--- src/wb_pkg.sv ---
// peripheral bus widths
// pipelined wishbone request and response structs

package wb_pkg;

    // address and data widths of the peripheral bus
    localparam int unsigned PERIPH_WB_AW = 32;
    localparam int unsigned PERIPH_WB_DW = 32;
    // one select bit per byte lane
    localparam int unsigned PERIPH_WB_SW = PERIPH_WB_DW / 8;

    // master to slave, low two address bits are ignored
    typedef struct packed {
        logic                    cyc;
        logic                    stb;
        logic                    we;
        logic [PERIPH_WB_AW-1:0] addr;
        logic [PERIPH_WB_DW-1:0] wdata;
        logic [PERIPH_WB_SW-1:0] sel;
    } wb_req_t;

    // slave to master
    typedef struct packed {
        logic                    ack;
        logic                    err;
        logic                    stall;
        logic [PERIPH_WB_DW-1:0] rdata;
    } wb_rsp_t;

endpackage: wb_pkg

--- src/periph_pkg.sv ---
// peripheral address map and crossbar slave indices
// timer and led register offsets, reset values
// load command passed from the timer registers to the counter

package periph_pkg;

    // crossbar slots
    localparam int unsigned PERIPH_XBAR_NUM_SLAVES           = 2;
    localparam int unsigned PERIPH_XBAR_MTIMER_SLAVE_IDX     = 0;
    localparam int unsigned PERIPH_XBAR_LED_DRIVER_SLAVE_IDX = 1;

    // every slave owns a 4 KiB window
    localparam int unsigned PERIPH_WINDOW_AW = 12;

    localparam logic [31:0] MTIMER_BASE = 32'h0000_0000;
    localparam logic [31:0] LED_BASE    = 32'h0000_1000;

    // mtimer register offsets
    localparam logic [PERIPH_WINDOW_AW-1:0] MTIMER_MTIME_LO    = 12'h000;
    localparam logic [PERIPH_WINDOW_AW-1:0] MTIMER_MTIME_HI    = 12'h004;
    localparam logic [PERIPH_WINDOW_AW-1:0] MTIMER_MTIMECMP_LO = 12'h008;
    localparam logic [PERIPH_WINDOW_AW-1:0] MTIMER_MTIMECMP_HI = 12'h00C;

    // led driver register offsets
    localparam logic [PERIPH_WINDOW_AW-1:0] LED_STATUS = 12'h000;
    localparam logic [PERIPH_WINDOW_AW-1:0] LED_SET    = 12'h004;
    localparam logic [PERIPH_WINDOW_AW-1:0] LED_CLEAR  = 12'h008;
    localparam logic [PERIPH_WINDOW_AW-1:0] LED_TOGGLE = 12'h00C;

    localparam logic [63:0] MTIME_RESET      = 64'h0;
    localparam logic [63:0] MTIMECMP_RESET   = '1;
    localparam logic [7:0]  LED_STATUS_RESET = 8'h00;

    // word load into the running mtime counter
    typedef struct packed {
        logic        load_lo;
        logic        load_hi;
        logic [31:0] value;
    } mtimer_load_t;

endpackage: periph_pkg

--- src/periph_xbar.sv ---
// peripheral crossbar, one master to the peripheral slaves
// address decode, stb gating, response mux
// single outstanding transfer guard, built-in error responder

module periph_xbar (
    input  logic            clk_i,
    input  logic            rst_n_i,

    input  wb_pkg::wb_req_t master_req_i,
    output wb_pkg::wb_rsp_t master_rsp_o,

    output wb_pkg::wb_req_t slave_req_o [periph_pkg::PERIPH_XBAR_NUM_SLAVES],
    input  wb_pkg::wb_rsp_t slave_rsp_i [periph_pkg::PERIPH_XBAR_NUM_SLAVES]
);
    import wb_pkg::*;
    import periph_pkg::*;

    localparam int unsigned IDX_W = (PERIPH_XBAR_NUM_SLAVES > 1) ?
                                    $clog2(PERIPH_XBAR_NUM_SLAVES) : 1;

    logic [PERIPH_XBAR_NUM_SLAVES-1:0] slave_hit;
    logic [IDX_W-1:0]                  hit_idx;
    logic [IDX_W-1:0]                  sel_q;
    logic                              busy_q;
    logic                              err_q;
    logic                              accept;
    logic                              unmapped;
    logic                              rsp_done;

    // upper address bits must match the window base
    function automatic logic in_window(input logic [PERIPH_WB_AW-1:0] addr,
                                       input logic [31:0] base);
        return addr[PERIPH_WB_AW-1:PERIPH_WINDOW_AW] == base[31:PERIPH_WINDOW_AW];
    endfunction

    always_comb begin
        slave_hit = '0;
        slave_hit[PERIPH_XBAR_MTIMER_SLAVE_IDX]     = in_window(master_req_i.addr, MTIMER_BASE);
        slave_hit[PERIPH_XBAR_LED_DRIVER_SLAVE_IDX] = in_window(master_req_i.addr, LED_BASE);
    end

    always_comb begin
        hit_idx = '0;
        for (int i = 0; i < PERIPH_XBAR_NUM_SLAVES; i++) begin
            if (slave_hit[i]) begin
                hit_idx = IDX_W'(i);
            end
        end
    end

    assign unmapped = ~|slave_hit;
    // stall is busy_q, so a new request only lands when idle
    assign accept   = master_req_i.cyc & master_req_i.stb & ~busy_q;

    // slaves only see a strobe for transfers the crossbar accepts
    always_comb begin
        for (int i = 0; i < PERIPH_XBAR_NUM_SLAVES; i++) begin
            slave_req_o[i]     = master_req_i;
            slave_req_o[i].stb = master_req_i.stb & slave_hit[i] & ~busy_q;
        end
    end

    always_ff @(posedge clk_i or negedge rst_n_i) begin
        if (!rst_n_i) begin
            busy_q <= 1'b0;
            err_q  <= 1'b0;
            sel_q  <= '0;
        end else if (accept) begin
            busy_q <= 1'b1;
            err_q  <= unmapped;
            sel_q  <= hit_idx;
        end else if (rsp_done) begin
            busy_q <= 1'b0;
            err_q  <= 1'b0;
        end
    end

    // route back the response of the slave picked at acceptance
    always_comb begin
        master_rsp_o = '0;
        if (busy_q && !err_q) begin
            master_rsp_o.ack   = slave_rsp_i[sel_q].ack;
            master_rsp_o.err   = slave_rsp_i[sel_q].err;
            master_rsp_o.rdata = slave_rsp_i[sel_q].rdata;
        end
        master_rsp_o.err   = master_rsp_o.err | err_q;
        master_rsp_o.stall = busy_q;
    end

    assign rsp_done = master_rsp_o.ack | master_rsp_o.err;

endmodule: periph_xbar

--- src/mtimer_regs.sv ---
// machine timer register block on the peripheral bus
// mtimecmp storage with byte lane writes
// mtime word writes become load pulses toward the counter

module mtimer_regs (
    input  logic                     clk_i,
    input  logic                     rst_n_i,

    input  wb_pkg::wb_req_t          wb_req_i,
    output wb_pkg::wb_rsp_t          wb_rsp_o,

    input  logic [63:0]              mtime_i,
    output logic [63:0]              mtimecmp_o,
    output periph_pkg::mtimer_load_t load_o
);
    import wb_pkg::*;
    import periph_pkg::*;

    logic                        access;
    logic                        wr_en;
    logic [PERIPH_WINDOW_AW-1:0] offset;
    logic [PERIPH_WB_DW-1:0]     rd_word;
    logic [PERIPH_WB_DW-1:0]     rdata_q;
    logic                        ack_q;
    logic [63:0]                 mtimecmp_q;
    mtimer_load_t                load_q;

    // replace only the bytes flagged in sel
    function automatic logic [31:0] merge_lanes(input logic [31:0] old_word,
                                                input logic [31:0] new_word,
                                                input logic [3:0]  sel);
        logic [31:0] result;
        result = old_word;
        for (int i = 0; i < 4; i++) begin
            if (sel[i]) begin
                result[8*i +: 8] = new_word[8*i +: 8];
            end
        end
        return result;
    endfunction

    assign access = wb_req_i.cyc & wb_req_i.stb;
    assign wr_en  = access & wb_req_i.we;
    assign offset = {wb_req_i.addr[PERIPH_WINDOW_AW-1:2], 2'b00};

    always_comb begin
        case (offset)
            MTIMER_MTIME_LO:    rd_word = mtime_i[31:0];
            MTIMER_MTIME_HI:    rd_word = mtime_i[63:32];
            MTIMER_MTIMECMP_LO: rd_word = mtimecmp_q[31:0];
            MTIMER_MTIMECMP_HI: rd_word = mtimecmp_q[63:32];
            default:            rd_word = '0;
        endcase
    end

    always_ff @(posedge clk_i or negedge rst_n_i) begin
        if (!rst_n_i) begin
            ack_q      <= 1'b0;
            mtimecmp_q <= MTIMECMP_RESET;
            load_q     <= '0;
        end else begin
            ack_q          <= access;
            load_q.load_lo <= wr_en && (offset == MTIMER_MTIME_LO);
            load_q.load_hi <= wr_en && (offset == MTIMER_MTIME_HI);
            // untouched lanes keep the live counter bytes
            if (offset == MTIMER_MTIME_HI) begin
                load_q.value <= merge_lanes(mtime_i[63:32], wb_req_i.wdata, wb_req_i.sel);
            end else begin
                load_q.value <= merge_lanes(mtime_i[31:0], wb_req_i.wdata, wb_req_i.sel);
            end
            if (wr_en && (offset == MTIMER_MTIMECMP_LO)) begin
                mtimecmp_q[31:0] <= merge_lanes(mtimecmp_q[31:0], wb_req_i.wdata,
                                                wb_req_i.sel);
            end
            if (wr_en && (offset == MTIMER_MTIMECMP_HI)) begin
                mtimecmp_q[63:32] <= merge_lanes(mtimecmp_q[63:32], wb_req_i.wdata,
                                                 wb_req_i.sel);
            end
        end
    end

    always_ff @(posedge clk_i) begin
        if (access && !wb_req_i.we) begin
            rdata_q <= rd_word;
        end
    end

    assign wb_rsp_o   = '{ack: ack_q, err: 1'b0, stall: 1'b0, rdata: rdata_q};
    assign mtimecmp_o = mtimecmp_q;
    assign load_o     = load_q;

endmodule: mtimer_regs

--- src/mtimer_core.sv ---
// machine timer counter
// prescaled 64-bit mtime with word loads
// registered mtime >= mtimecmp compare as the timer interrupt

module mtimer_core #(
    parameter int unsigned MTIMER_DIV = 4
) (
    input  logic                     clk_i,
    input  logic                     rst_n_i,

    input  periph_pkg::mtimer_load_t load_i,
    input  logic [63:0]              mtimecmp_i,
    output logic [63:0]              mtime_o,
    output logic                     timer_irq_o
);
    import periph_pkg::*;

    localparam int unsigned DIV_W = (MTIMER_DIV > 1) ? $clog2(MTIMER_DIV) : 1;

    logic [DIV_W-1:0] div_cnt_q;
    logic [63:0]      mtime_q;
    logic             tick;
    logic             irq_q;

    assign tick = (div_cnt_q == DIV_W'(MTIMER_DIV - 1));

    always_ff @(posedge clk_i or negedge rst_n_i) begin
        if (!rst_n_i) begin
            div_cnt_q <= '0;
            mtime_q   <= MTIME_RESET;
        end else if (load_i.load_lo || load_i.load_hi) begin
            // a software write restarts the prescaler
            div_cnt_q <= '0;
            if (load_i.load_lo) begin
                mtime_q[31:0] <= load_i.value;
            end
            if (load_i.load_hi) begin
                mtime_q[63:32] <= load_i.value;
            end
        end else if (tick) begin
            div_cnt_q <= '0;
            mtime_q   <= mtime_q + 64'd1;
        end else begin
            div_cnt_q <= div_cnt_q + 1'b1;
        end
    end

    // level interrupt, one cycle behind the compare
    always_ff @(posedge clk_i or negedge rst_n_i) begin
        if (!rst_n_i) begin
            irq_q <= 1'b0;
        end else begin
            irq_q <= (mtime_q >= mtimecmp_i);
        end
    end

    assign mtime_o     = mtime_q;
    assign timer_irq_o = irq_q;

endmodule: mtimer_core

--- src/led_driver.sv ---
// led status register on the peripheral bus
// write, set, clear and toggle access to one byte

module led_driver (
    input  logic            clk_i,
    input  logic            rst_n_i,

    input  wb_pkg::wb_req_t wb_req_i,
    output wb_pkg::wb_rsp_t wb_rsp_o,

    output logic [7:0]      led_status_o
);
    import wb_pkg::*;
    import periph_pkg::*;

    logic                        access;
    logic                        wr_en;
    logic [PERIPH_WINDOW_AW-1:0] offset;
    logic [7:0]                  wr_byte;
    logic [7:0]                  led_q;
    logic                        ack_q;
    logic [PERIPH_WB_DW-1:0]     rdata_q;

    assign access  = wb_req_i.cyc & wb_req_i.stb;
    // only the lowest byte lane carries led bits
    assign wr_en   = access & wb_req_i.we & wb_req_i.sel[0];
    assign offset  = {wb_req_i.addr[PERIPH_WINDOW_AW-1:2], 2'b00};
    assign wr_byte = wb_req_i.wdata[7:0];

    always_ff @(posedge clk_i or negedge rst_n_i) begin
        if (!rst_n_i) begin
            led_q <= LED_STATUS_RESET;
            ack_q <= 1'b0;
        end else begin
            ack_q <= access;
            if (wr_en) begin
                case (offset)
                    LED_STATUS: led_q <= wr_byte;
                    LED_SET:    led_q <= led_q | wr_byte;
                    LED_CLEAR:  led_q <= led_q & ~wr_byte;
                    LED_TOGGLE: led_q <= led_q ^ wr_byte;
                    default:    led_q <= led_q;
                endcase
            end
        end
    end

    // any offset reads back the current byte
    always_ff @(posedge clk_i) begin
        if (access && !wb_req_i.we) begin
            rdata_q <= {{(PERIPH_WB_DW-8){1'b0}}, led_q};
        end
    end

    assign wb_rsp_o     = '{ack: ack_q, err: 1'b0, stall: 1'b0, rdata: rdata_q};
    assign led_status_o = led_q;

endmodule: led_driver

--- src/periph_subsys.sv ---
// peripheral subsystem top level
// crossbar, machine timer and led driver

module periph_subsys #(
    parameter int unsigned MTIMER_DIV = 4
) (
    input  logic            clk_i,
    input  logic            rst_n_i,

    input  wb_pkg::wb_req_t wb_req_i,
    output wb_pkg::wb_rsp_t wb_rsp_o,

    output logic [7:0]      led_status_o,
    output logic            timer_irq_o
);
    import wb_pkg::*;
    import periph_pkg::*;

    wb_req_t      slave_req [PERIPH_XBAR_NUM_SLAVES];
    wb_rsp_t      slave_rsp [PERIPH_XBAR_NUM_SLAVES];
    logic [63:0]  mtime;
    logic [63:0]  mtimecmp;
    mtimer_load_t mtimer_load;

    periph_xbar u_periph_xbar (
        .clk_i        (clk_i),
        .rst_n_i      (rst_n_i),
        .master_req_i (wb_req_i),
        .master_rsp_o (wb_rsp_o),
        .slave_req_o  (slave_req),
        .slave_rsp_i  (slave_rsp)
    );

    // timer register block and counter
    mtimer_regs u_mtimer_regs (
        .clk_i      (clk_i),
        .rst_n_i    (rst_n_i),
        .wb_req_i   (slave_req[PERIPH_XBAR_MTIMER_SLAVE_IDX]),
        .wb_rsp_o   (slave_rsp[PERIPH_XBAR_MTIMER_SLAVE_IDX]),
        .mtime_i    (mtime),
        .mtimecmp_o (mtimecmp),
        .load_o     (mtimer_load)
    );

    mtimer_core #(
        .MTIMER_DIV (MTIMER_DIV)
    ) u_mtimer_core (
        .clk_i       (clk_i),
        .rst_n_i     (rst_n_i),
        .load_i      (mtimer_load),
        .mtimecmp_i  (mtimecmp),
        .mtime_o     (mtime),
        .timer_irq_o (timer_irq_o)
    );

    led_driver u_led_driver (
        .clk_i        (clk_i),
        .rst_n_i      (rst_n_i),
        .wb_req_i     (slave_req[PERIPH_XBAR_LED_DRIVER_SLAVE_IDX]),
        .wb_rsp_o     (slave_rsp[PERIPH_XBAR_LED_DRIVER_SLAVE_IDX]),
        .led_status_o (led_status_o)
    );

endmodule: periph_subsys

--- config.mk ---
export PLATFORM = sky130hd
export DESIGN_NAME = periph_subsys
export DESIGN_NICKNAME = d
export VERILOG_FILES = /design/src/wb_pkg.sv /design/src/periph_pkg.sv /design/src/periph_xbar.sv /design/src/mtimer_regs.sv /design/src/mtimer_core.sv /design/src/led_driver.sv /design/src/periph_subsys.sv
export SDC_FILE = /design/constraint.sdc
export NUM_CORES = 1
export LEC_CHECK = 0
export ABC_CLOCK_PERIOD_IN_PS = 3450
export BUFFER_PORTS_ARGS = -buffer_cell sky130_fd_sc_hd__buf_2
export CAP_MARGIN = 20
export CELL_PAD_IN_SITES_DETAIL_PLACEMENT = 0
export CELL_PAD_IN_SITES_GLOBAL_PLACEMENT = 1
export CORE_MARGIN = 4
export CORE_UTILIZATION = 45
export DETAILED_ROUTE_END_ITERATION = 12
export GPL_TIMING_DRIVEN = 0
export PLACE_DENSITY = 0.83
export REMOVE_ABC_BUFFERS = 1
export SKIP_CTS_REPAIR_TIMING = 1
export SLEW_MARGIN = 10
export SYNTH_ARGS = -nofsm -noshare
export SYNTH_HDL_FRONTEND = slang
export SYNTH_SLANG_ARGS = --single-unit
--- constraint.sdc ---
create_clock -name clk_i -period 3.45 [get_ports clk_i]
set_clock_uncertainty 0.15 [all_clocks]
set_input_delay 0.1725 -clock clk_i [delete_from_list [all_inputs] [get_ports clk_i]]
set_output_delay 0.1725 -clock clk_i [all_outputs]
set_load 0.1 [all_outputs]
==> results of run 1 <==
metrics by stage:
step	cells	instance area (µm²)	hold WS [ps]	TNS [ps]
2_1_floorplan	1262	12900	-273	-66050
5_1_grt	1884	15600	4.01	-35.3
3_5_place_dp	1777	14200	119	-40.7
4_1_cts	1824	15000	-442	-33.4
6_report	1884	15600	-67.5	0
3_3_place_gp	1760	13900	268	-798500
final cells by class:
| cell class | instances | area (µm²) | area share |
|---|---|---|---|
| clock buffers | 44 | 791 | 0.0506 |
| clock inverters | 3 | 21.3 | 0.00136 |
| inverters | 90 | 338 | 0.0216 |
| multi-input cells | 954 | 6860 | 0.438 |
| flip-flops and latches | 218 | 5740 | 0.367 |
| well taps | 384 | 480 | 0.0307 |
| repair buffers | 191 | 1420 | 0.0908 |
cells by family (layout without fill, tap and decap cells):
family	count (synthesis)	count (layout)	synth area share
and+or+nand+nor	447	447	0.169
AOI/OAI and AO/OA	281	281	0.125
muxes	130	130	0.134
adders and majority gates	82	82	0.0778
DFF	218	218	0.435
xor gates and xnor gates	14	14	0.00930
buffers and inverters	169	328	0.0492
worst paths after layout:
kind                                                end  slack (ps)
setup / recovery              u_mtimer_core.mtime_o[60]         130
hold / removal                  u_mtimer_regs.load_o[3]         -70
setup reg to reg              u_mtimer_core.mtime_o[60]         130
hold reg to reg              u_mtimer_core.div_cnt_q[0]         290
max in group asynchronous  u_mtimer_regs.mtimecmp_o[41]        2110
min in group asynchronous     u_mtimer_core.timer_irq_o         130
routing by layer:
| metal | GRT usage | vias up | share of wire |
|---|---|---|---|
| met4 | 0.0676 | 0 | 0.028 |
| li1 | - | 5155 | - |
| met1 | 0.313 | 5406 | 0.44 |
| met5 | 0 | - | 0 |
| met2 | 0.380 | 298 | 0.48 |
| met3 | 0.0327 | 73 | 0.051 |
flip-flops by register name, indices dropped and copies added, names as in the netlist:
| name | cells |
|---|---|
| u_led_driver.ack_q | 1 |
| u_led_driver.led_status_o | 8 |
| u_led_driver.rdata_q | 8 |
| u_mtimer_core.div_cnt_q | 2 |
| u_mtimer_core.mtime_o | 64 |
| u_mtimer_core.timer_irq_o | 1 |
| u_mtimer_regs.ack_q | 1 |
| u_mtimer_regs.load_o | 34 |
| u_mtimer_regs.mtimecmp_o | 64 |
| u_mtimer_regs.rdata_q | 32 |
| u_periph_xbar.busy_q | 1 |
| u_periph_xbar.err_q | 1 |
| u_periph_xbar.sel_q | 1 |
critical path: cells and delay by family (launching register included):
| kind | cells | cell delay (ps) |
|---|---|---|
| compound gates | 2 | 380 |
| flops | 1 | 610 |
| simple gates | 5 | 2050 |
layout by cell type, fill, tap and decap left out, types with 8 or more instances in the layout:
| cell | synthesis | layout |
|---|---|---|
| and2_1 | 29 | 29 |
| nor4_1 | 17 | 14 |
| mux4_2 | 31 | 31 |
| edfxtp_1 | 40 | 40 |
| dfrtp_1 | 114 | 114 |
| mux2i_1 | 46 | 46 |
| nor2_1 | 78 | 73 |
| o21ai_0 | 107 | 107 |
| inv_1 | 90 | 90 |
| and3_1 | 44 | 44 |
| a21o_1 | 10 | 10 |
| nand2_1 | 147 | 147 |
| ha_1 | 82 | 82 |
| clkbuf_1 | 61 | 13 |
| a21oi_1 | 83 | 83 |
| dlygate4sd3_1 | 0 | 60 |
| a31oi_1 | 10 | 10 |
| mux2_2 | 52 | 52 |
| nor3_1 | 20 | 20 |
| nand3_1 | 34 | 34 |
| clkbuf_16 | 0 | 28 |
| o22ai_1 | 19 | 19 |
| dfstp_2 | 64 | 64 |
| nand4_1 | 37 | 37 |
| buf_2 | 4 | 116 |
| xor2_1 | 9 | 9 |
| a22oi_1 | 8 | 8 |
report_power, final:
| group | leakage, µW | switching (µW) | total [µW] | internal, µW |
|---|---|---|---|---|
| Sequential | 0.00250 | 18.7 | 2670 | 2650 |
| Combinational | 0.00406 | 1050 | 1300 | 251 |
| Clock | 0.000396 | 1050 | 2600 | 1550 |
| Total | 0.00696 | 2120 | 6570 | 4450 |
==> summary.txt, run 1 <==
Tightest Pin Transition: 949 ps
dominant synthesized flop cell: dfrtp_1
Slew Viols, Final: 0
count leader, synth: nand2_1
fin crit period: 3320 ps
initial core utilization: 0.458
status: finished with violations
final setup fails: 0
RR Startpoint: u_mtimer_core.mtime_o[14]
Initial DRC Count: 815
VDD IR max: 406 µV
number of flops mapped to enable cells by yosys: 40
PnR Total Power: 6570 µW
drt pass-1 iters: 5
layout cells sized above 1: 0.224
Worst EP required: 3710 ps
Worst Slack Setup Final: 132 ps
final period utilization: 0.962
I/O pin count: 117
DIE WIDTH: 179 µm
area share of the largest cell type after synthesis: 0.216
RSZ-0062 raised after global routing: yes
failing checks: hold timing
TritonCTS clock tree: done
vias in the first global route: 10700
CTS H-Tree Depth: 1
Static Leakage: 0.00696 µW
final wirelength: 37.1 mm
Critical Path AT: 3580 ps
total CTS buffers: 26
gr ovfl total: 0
Gate Count Post-Synth: 1341
area of the core: 28800 µm²
Commonest cells post-synth: nand2_1 (147), dfrtp_1 (114), o21ai_0 (107), inv_1 (90), a21oi_1 (83)
dpl ws: -40.7 ps
Cell variety after synth: 64
CP Max Fanout: 12
Reg2Reg Depth: 7
leading area contributor after synthesis: dfrtp_1
Min Hold Slack: -67.5 ps
worst rel slew slack: 0.367
first-pass GRT wire length: 58.2 mm
Setup CP Type: reg2reg
utilization after layout: 0.544
syn_area_per_cell: 9.83 µm²
Slowest-stage cell, CP: or4_4
crit end category: flop
clk sinks: 218
min-delay src: wb_req_i[0]
ant diodes: 0
DRC viols: 0
die area: 32100 µm²
port bufs: 114
Clock Path Buffers: 3
post-route ant nets: 0
Post-synth ARST share: 0.817
largest net degree at the start of global routing: 99
worst-path cell chain: and4_1 -> nand3_1 -> or4_4 -> nor3_1 -> nand2_1 -> o22ai_1 -> o2bb2a_1
drt via density: 5.80
DP Wirelength: 26.8 mm
Synth-to-Final Area Change: 18.7%
flops & latches, synth: 218
Worst setup startpoint: u_mtimer_core.mtime_o[14]
yosys warns: 0
Min-Delay Path Class: in2reg
Hold Vio Cnt, Final: 3
FP Rows: 62
clock transition at the registers of the reported paths: 60 ps
startpoint types: flop
Area contributors post-synth: dfrtp_1 (22%), dfstp_2 (13%), edfxtp_1 (9.1%), ha_1 (7.8%), mux4_2 (5.3%)
Die Y-Extent: 179 µm
fin nets: 1636
All-Layer GR Usage: 0.229
antenna violations before repair: 0
Syn Std Cell Area: 13200 µm²
Vias: 10900
routability cong.: 0.858
Max Cap Viol: 0
routed len/inst: 19.7 µm
hold path cells: 2
clock latency on the worst-skew pair: 530 ps
max incr delay on CP: 650 ps
FMAX: 0.301 GHz
CTS Root Cell: clkbuf_16
number of fill cells: 2547
sequential-to-total area share from yosys stat: 0.435
Pwr per Cell Area: 420 nW/µm²
No activity file was read; power rests on OpenSTA's default activity.
==> run 2: changes to the inputs <==
--- a/config.mk
+++ b/config.mk
@@ -5,7 +5,8 @@
 export SDC_FILE = /design/constraint.sdc
 export NUM_CORES = 1
 export LEC_CHECK = 0
-export ABC_CLOCK_PERIOD_IN_PS = 3450
+export ABC_AREA = 1
+export ABC_CLOCK_PERIOD_IN_PS = 3800
 export BUFFER_PORTS_ARGS = -buffer_cell sky130_fd_sc_hd__buf_2
 export CAP_MARGIN = 20
 export CELL_PAD_IN_SITES_DETAIL_PLACEMENT = 0
@@ -14,7 +15,7 @@
 export CORE_UTILIZATION = 45
 export DETAILED_ROUTE_END_ITERATION = 12
 export GPL_TIMING_DRIVEN = 0
-export PLACE_DENSITY = 0.83
+export PLACE_DENSITY = 0.88
 export REMOVE_ABC_BUFFERS = 1
 export SKIP_CTS_REPAIR_TIMING = 1
 export SLEW_MARGIN = 10
==> constraint.sdc (replaced) <==
create_clock -name clk_i -period 3.8 [get_ports clk_i]
set_clock_uncertainty 0.15 [all_clocks]
set_input_delay 0.19 -clock clk_i [delete_from_list [all_inputs] [get_ports clk_i]]
set_output_delay 0.19 -clock clk_i [all_outputs]
set_load 0.1 [all_outputs]
==> run 2 against run 1 <==
Against the previous run:
- clock power about the same
- sequential share of layout area down 3.6 points
- cell area up 11%
- synthesized cell count up 60%
- sequential power down 9.4%
- largest power group is now clock
- critical path type is now in2reg
- register-to-register slack better by 690 ps
- largest cell class unchanged
- combinational power down 58%
- core utilization down 1.1 points
- flip-flop and latch count unchanged
- power down 16%
- the run still ends with hold timing left
- worst hold slack better by 44 ps
==> summary.txt, run 2 <==
hold path cells: 6 (+4)
critical path endpoint: u_mtimer_regs.rdata_q[22]
flops & latches, synth: 218 (unchanged)
Cell variety after synth: 43 (-33%)
area share of the largest cell type after synthesis: 0.191 (-0.0252)
fin nets: 2427 (+48%)
FP Rows: 66 (+6.5%)
DIE WIDTH: 190 µm (+6.1%)
status: finished with violations
layout cells sized above 1: 0.119 (-0.105)
antenna violations before repair: 0 (unchanged)
clock latency on the worst-skew pair: 540 ps (about the same)
Worst setup startpoint: wb_req_i[53]
RR Startpoint: u_mtimer_core.div_cnt_q[0]
final setup fails: 0 (unchanged)
routability cong.: 0.964 (+12%)
number of flops mapped to enable cells by yosys: 40 (unchanged)
area of the core: 32600 µm² (+13%)
Slew Viols, Final: 0 (unchanged)
Pwr per Cell Area: 319 nW/µm² (-24%)
count leader, synth: nand2_1
Min Hold Slack: -23.8 ps (+43.7 ps)
dominant synthesized flop cell: dfrtp_1
Tightest Pin Transition: 1140 ps (+194 ps)
most common cell after layout, fill and taps aside: nand2_1
R2R Setup Slk: 820 ps (+690 ps)
All-Layer GR Usage: 0.280 (+0.0508)
Syn Std Cell Area: 14900 µm² (+13%)
DRC viols: 0 (unchanged)
CP Max Fanout: 18 (+6)
VDD IR max: 275 µV (-32%)
Hold Vio Cnt, Final: 1 (-2)
final instance area: 17400 µm² (+11%)
Worst EP required: 3890 ps (+180 ps)
Post-synth ARST share: 0.817 (unchanged)
Max Cap Viol: 0 (unchanged)
dpl ws: 568 ps (+609 ps)
Clock Path Buffers: 3 (unchanged)
post-route ant nets: 0 (unchanged)
Commonest cells post-synth: nand2_1 (668), nor2_1 (321), inv_1 (294), a21oi_1 (115), dfrtp_1 (114)
gr ovfl total: 0 (unchanged)
Worst Slack Setup Final: 598 ps (+466 ps)
startpoint types: input pin
Post-Synth Adder-Cell Area: 0.0688 (-0.00906)
Min-Delay Path Class: in2reg
Synth-to-Final Area Change: 16.4%
Gate Count Post-Synth: 2142 (+60%)
Post-DP Area: 16000 µm² (+13%)
Die Y-Extent: 190 µm (+6.1%)
sequential-to-total area share from yosys stat: 0.384 (-0.0507)
largest family of logic cells by synthesized area: simple AND/OR/NAND/NOR gates
fin crit period: 3200 ps
leading area contributor after synthesis: dfrtp_1
port bufs: 114 (unchanged)
most frequent cells in the layout: nand2_1 (665), nor2_1 (317), inv_1 (290)
TritonCTS clock tree: done
failing checks: hold timing
final wirelength: 51.5 mm (+39%)
syn_area_per_cell: 6.96 µm² (-29%)
Setup TNS: 0 ps (unchanged)
worst r2r dst: u_mtimer_core.mtime_o[35]
Setup CP Type: in2reg
largest net degree at the start of global routing: 94 (-5.1%)
worst rel slew slack: 0.237 (-0.130)
post-synthesis mux area share: 0.000671 (-0.134)
I/O pin count: 117 (unchanged)
initial core utilization: 0.457 (-0.000658)
total CTS buffers: 27 (+3.8%)
Critical Path AT: 3290 ps (-290 ps)
drt via density: 5.37 (-7.5%)
Vias: 14700 (+34%)
Area contributors post-synth: dfrtp_1 (19%), nand2_1 (17%), dfstp_2 (11%), nor2_1 (8.1%), edfxtp_1 (8.1%)
first-pass GRT wire length: 79.7 mm (+37%)
drt pass-1 iters: 6 (+1)
final period utilization: 0.843
Compound-Gate Fraction of Synth Area: 0.112 (-0.0134)
die area: 36100 µm² (+13%)
PnR Total Power: 5540 µW (-16%)
simple-gate share of the synthesized area: 0.323 (+0.154)
vias in the first global route: 14000 (+31%)
Static Leakage: 0.00839 µW (+21%)
DP Wirelength: 38.2 mm (+42%)
ant diodes: 0 (unchanged)
Reg2Reg Depth: 9 (+2)
RSZ-0062 raised after global routing: no
FMAX: 0.312 GHz
clock transition at the registers of the reported paths: 60 ps (about the same)
CTS Root Cell: clkbuf_16
yosys warns: 0 (unchanged)
crit end category: flop
XOR/XNOR Fraction of Synth Area: 0.00528 (-0.00402)
CTS H-Tree Depth: 1 (unchanged)
clk sinks: 218 (unchanged)
Initial DRC Count: 1132 (+39%)
routed len/inst: 18.8 µm (-4.2%)
run 2: layout make-up:
type | count | area, µm²
clock buffer | 44 | 810
clock inverter | 5 | 60.1
fill | 3238 | 15200
inverter | 297 | 1110
multi-input combinational | 1550 | 7640
sequential | 218 | 5740
tap | 442 | 553
timing repair buffer | 178 | 1460
run 2: how the worst min path moves through the flow:
| stage | from | endpoint |
|---|---|---|
| after detailed placement | rst_n_i | u_mtimer_core.mtime_o[35] |
| after floorplan | rst_n_i | u_led_driver.ack_q |
| after global routing | wb_req_i[39] | u_mtimer_regs.load_o[16] |
| after global placement | u_mtimer_core.div_cnt_q[0] | u_mtimer_core.div_cnt_q[0] |
| final | wb_req_i[66] | u_periph_xbar.sel_q |
| after CTS | rst_n_i | u_mtimer_core.mtime_o[35] |
run 2: cells by family after synthesis:
kind of cell | count (synthesis)
mux | 1
simple gates | 1176
xor+xnor | 9
fa+ha+maj | 82
flops | 218
compound gates | 282
buf+inv | 374
run 2: worst max-delay path: stages:
cell           delay, ps
dlygate4sd3_1        530
buf_2                130
nor3_1               140
dlygate4sd3_1        560
nand3_1               90
dlygate4sd3_1        570
nor2_1               140
nand3_1              160
nor2_4               490
buf_12               250
run 2: metal layers:
layer / GRT usage / wire (µm) / up-vias / part of all wire
met3: 0.0356 / 3090 / 76 / 0.060
met4: 0.0818 / 1390 / 0 / 0.027
met1: 0.394 / 23200 / 6962 / 0.45
li1: - / - / 7150 / -
met2: 0.454 / 23800 / 492 / 0.46
met5: 0 / 0 / - / 0
run 2: power by group:
group / leakage [µW] / switching, µW / internal [µW]
registers: 0.00257 / 14.9 / 2410
logic: 0.00540 / 408 / 142
clock network: 0.000422 / 1060 / 1520
total: 0.00839 / 1480 / 4060
run 2: metrics by stage:
stage                     cells  utilization
after floorplan            2065            -
after global placement     2621        0.477
after detailed placement   2638        0.491
after CTS                  2687        0.518
after global routing       2734        0.533
final                      2734        0.533
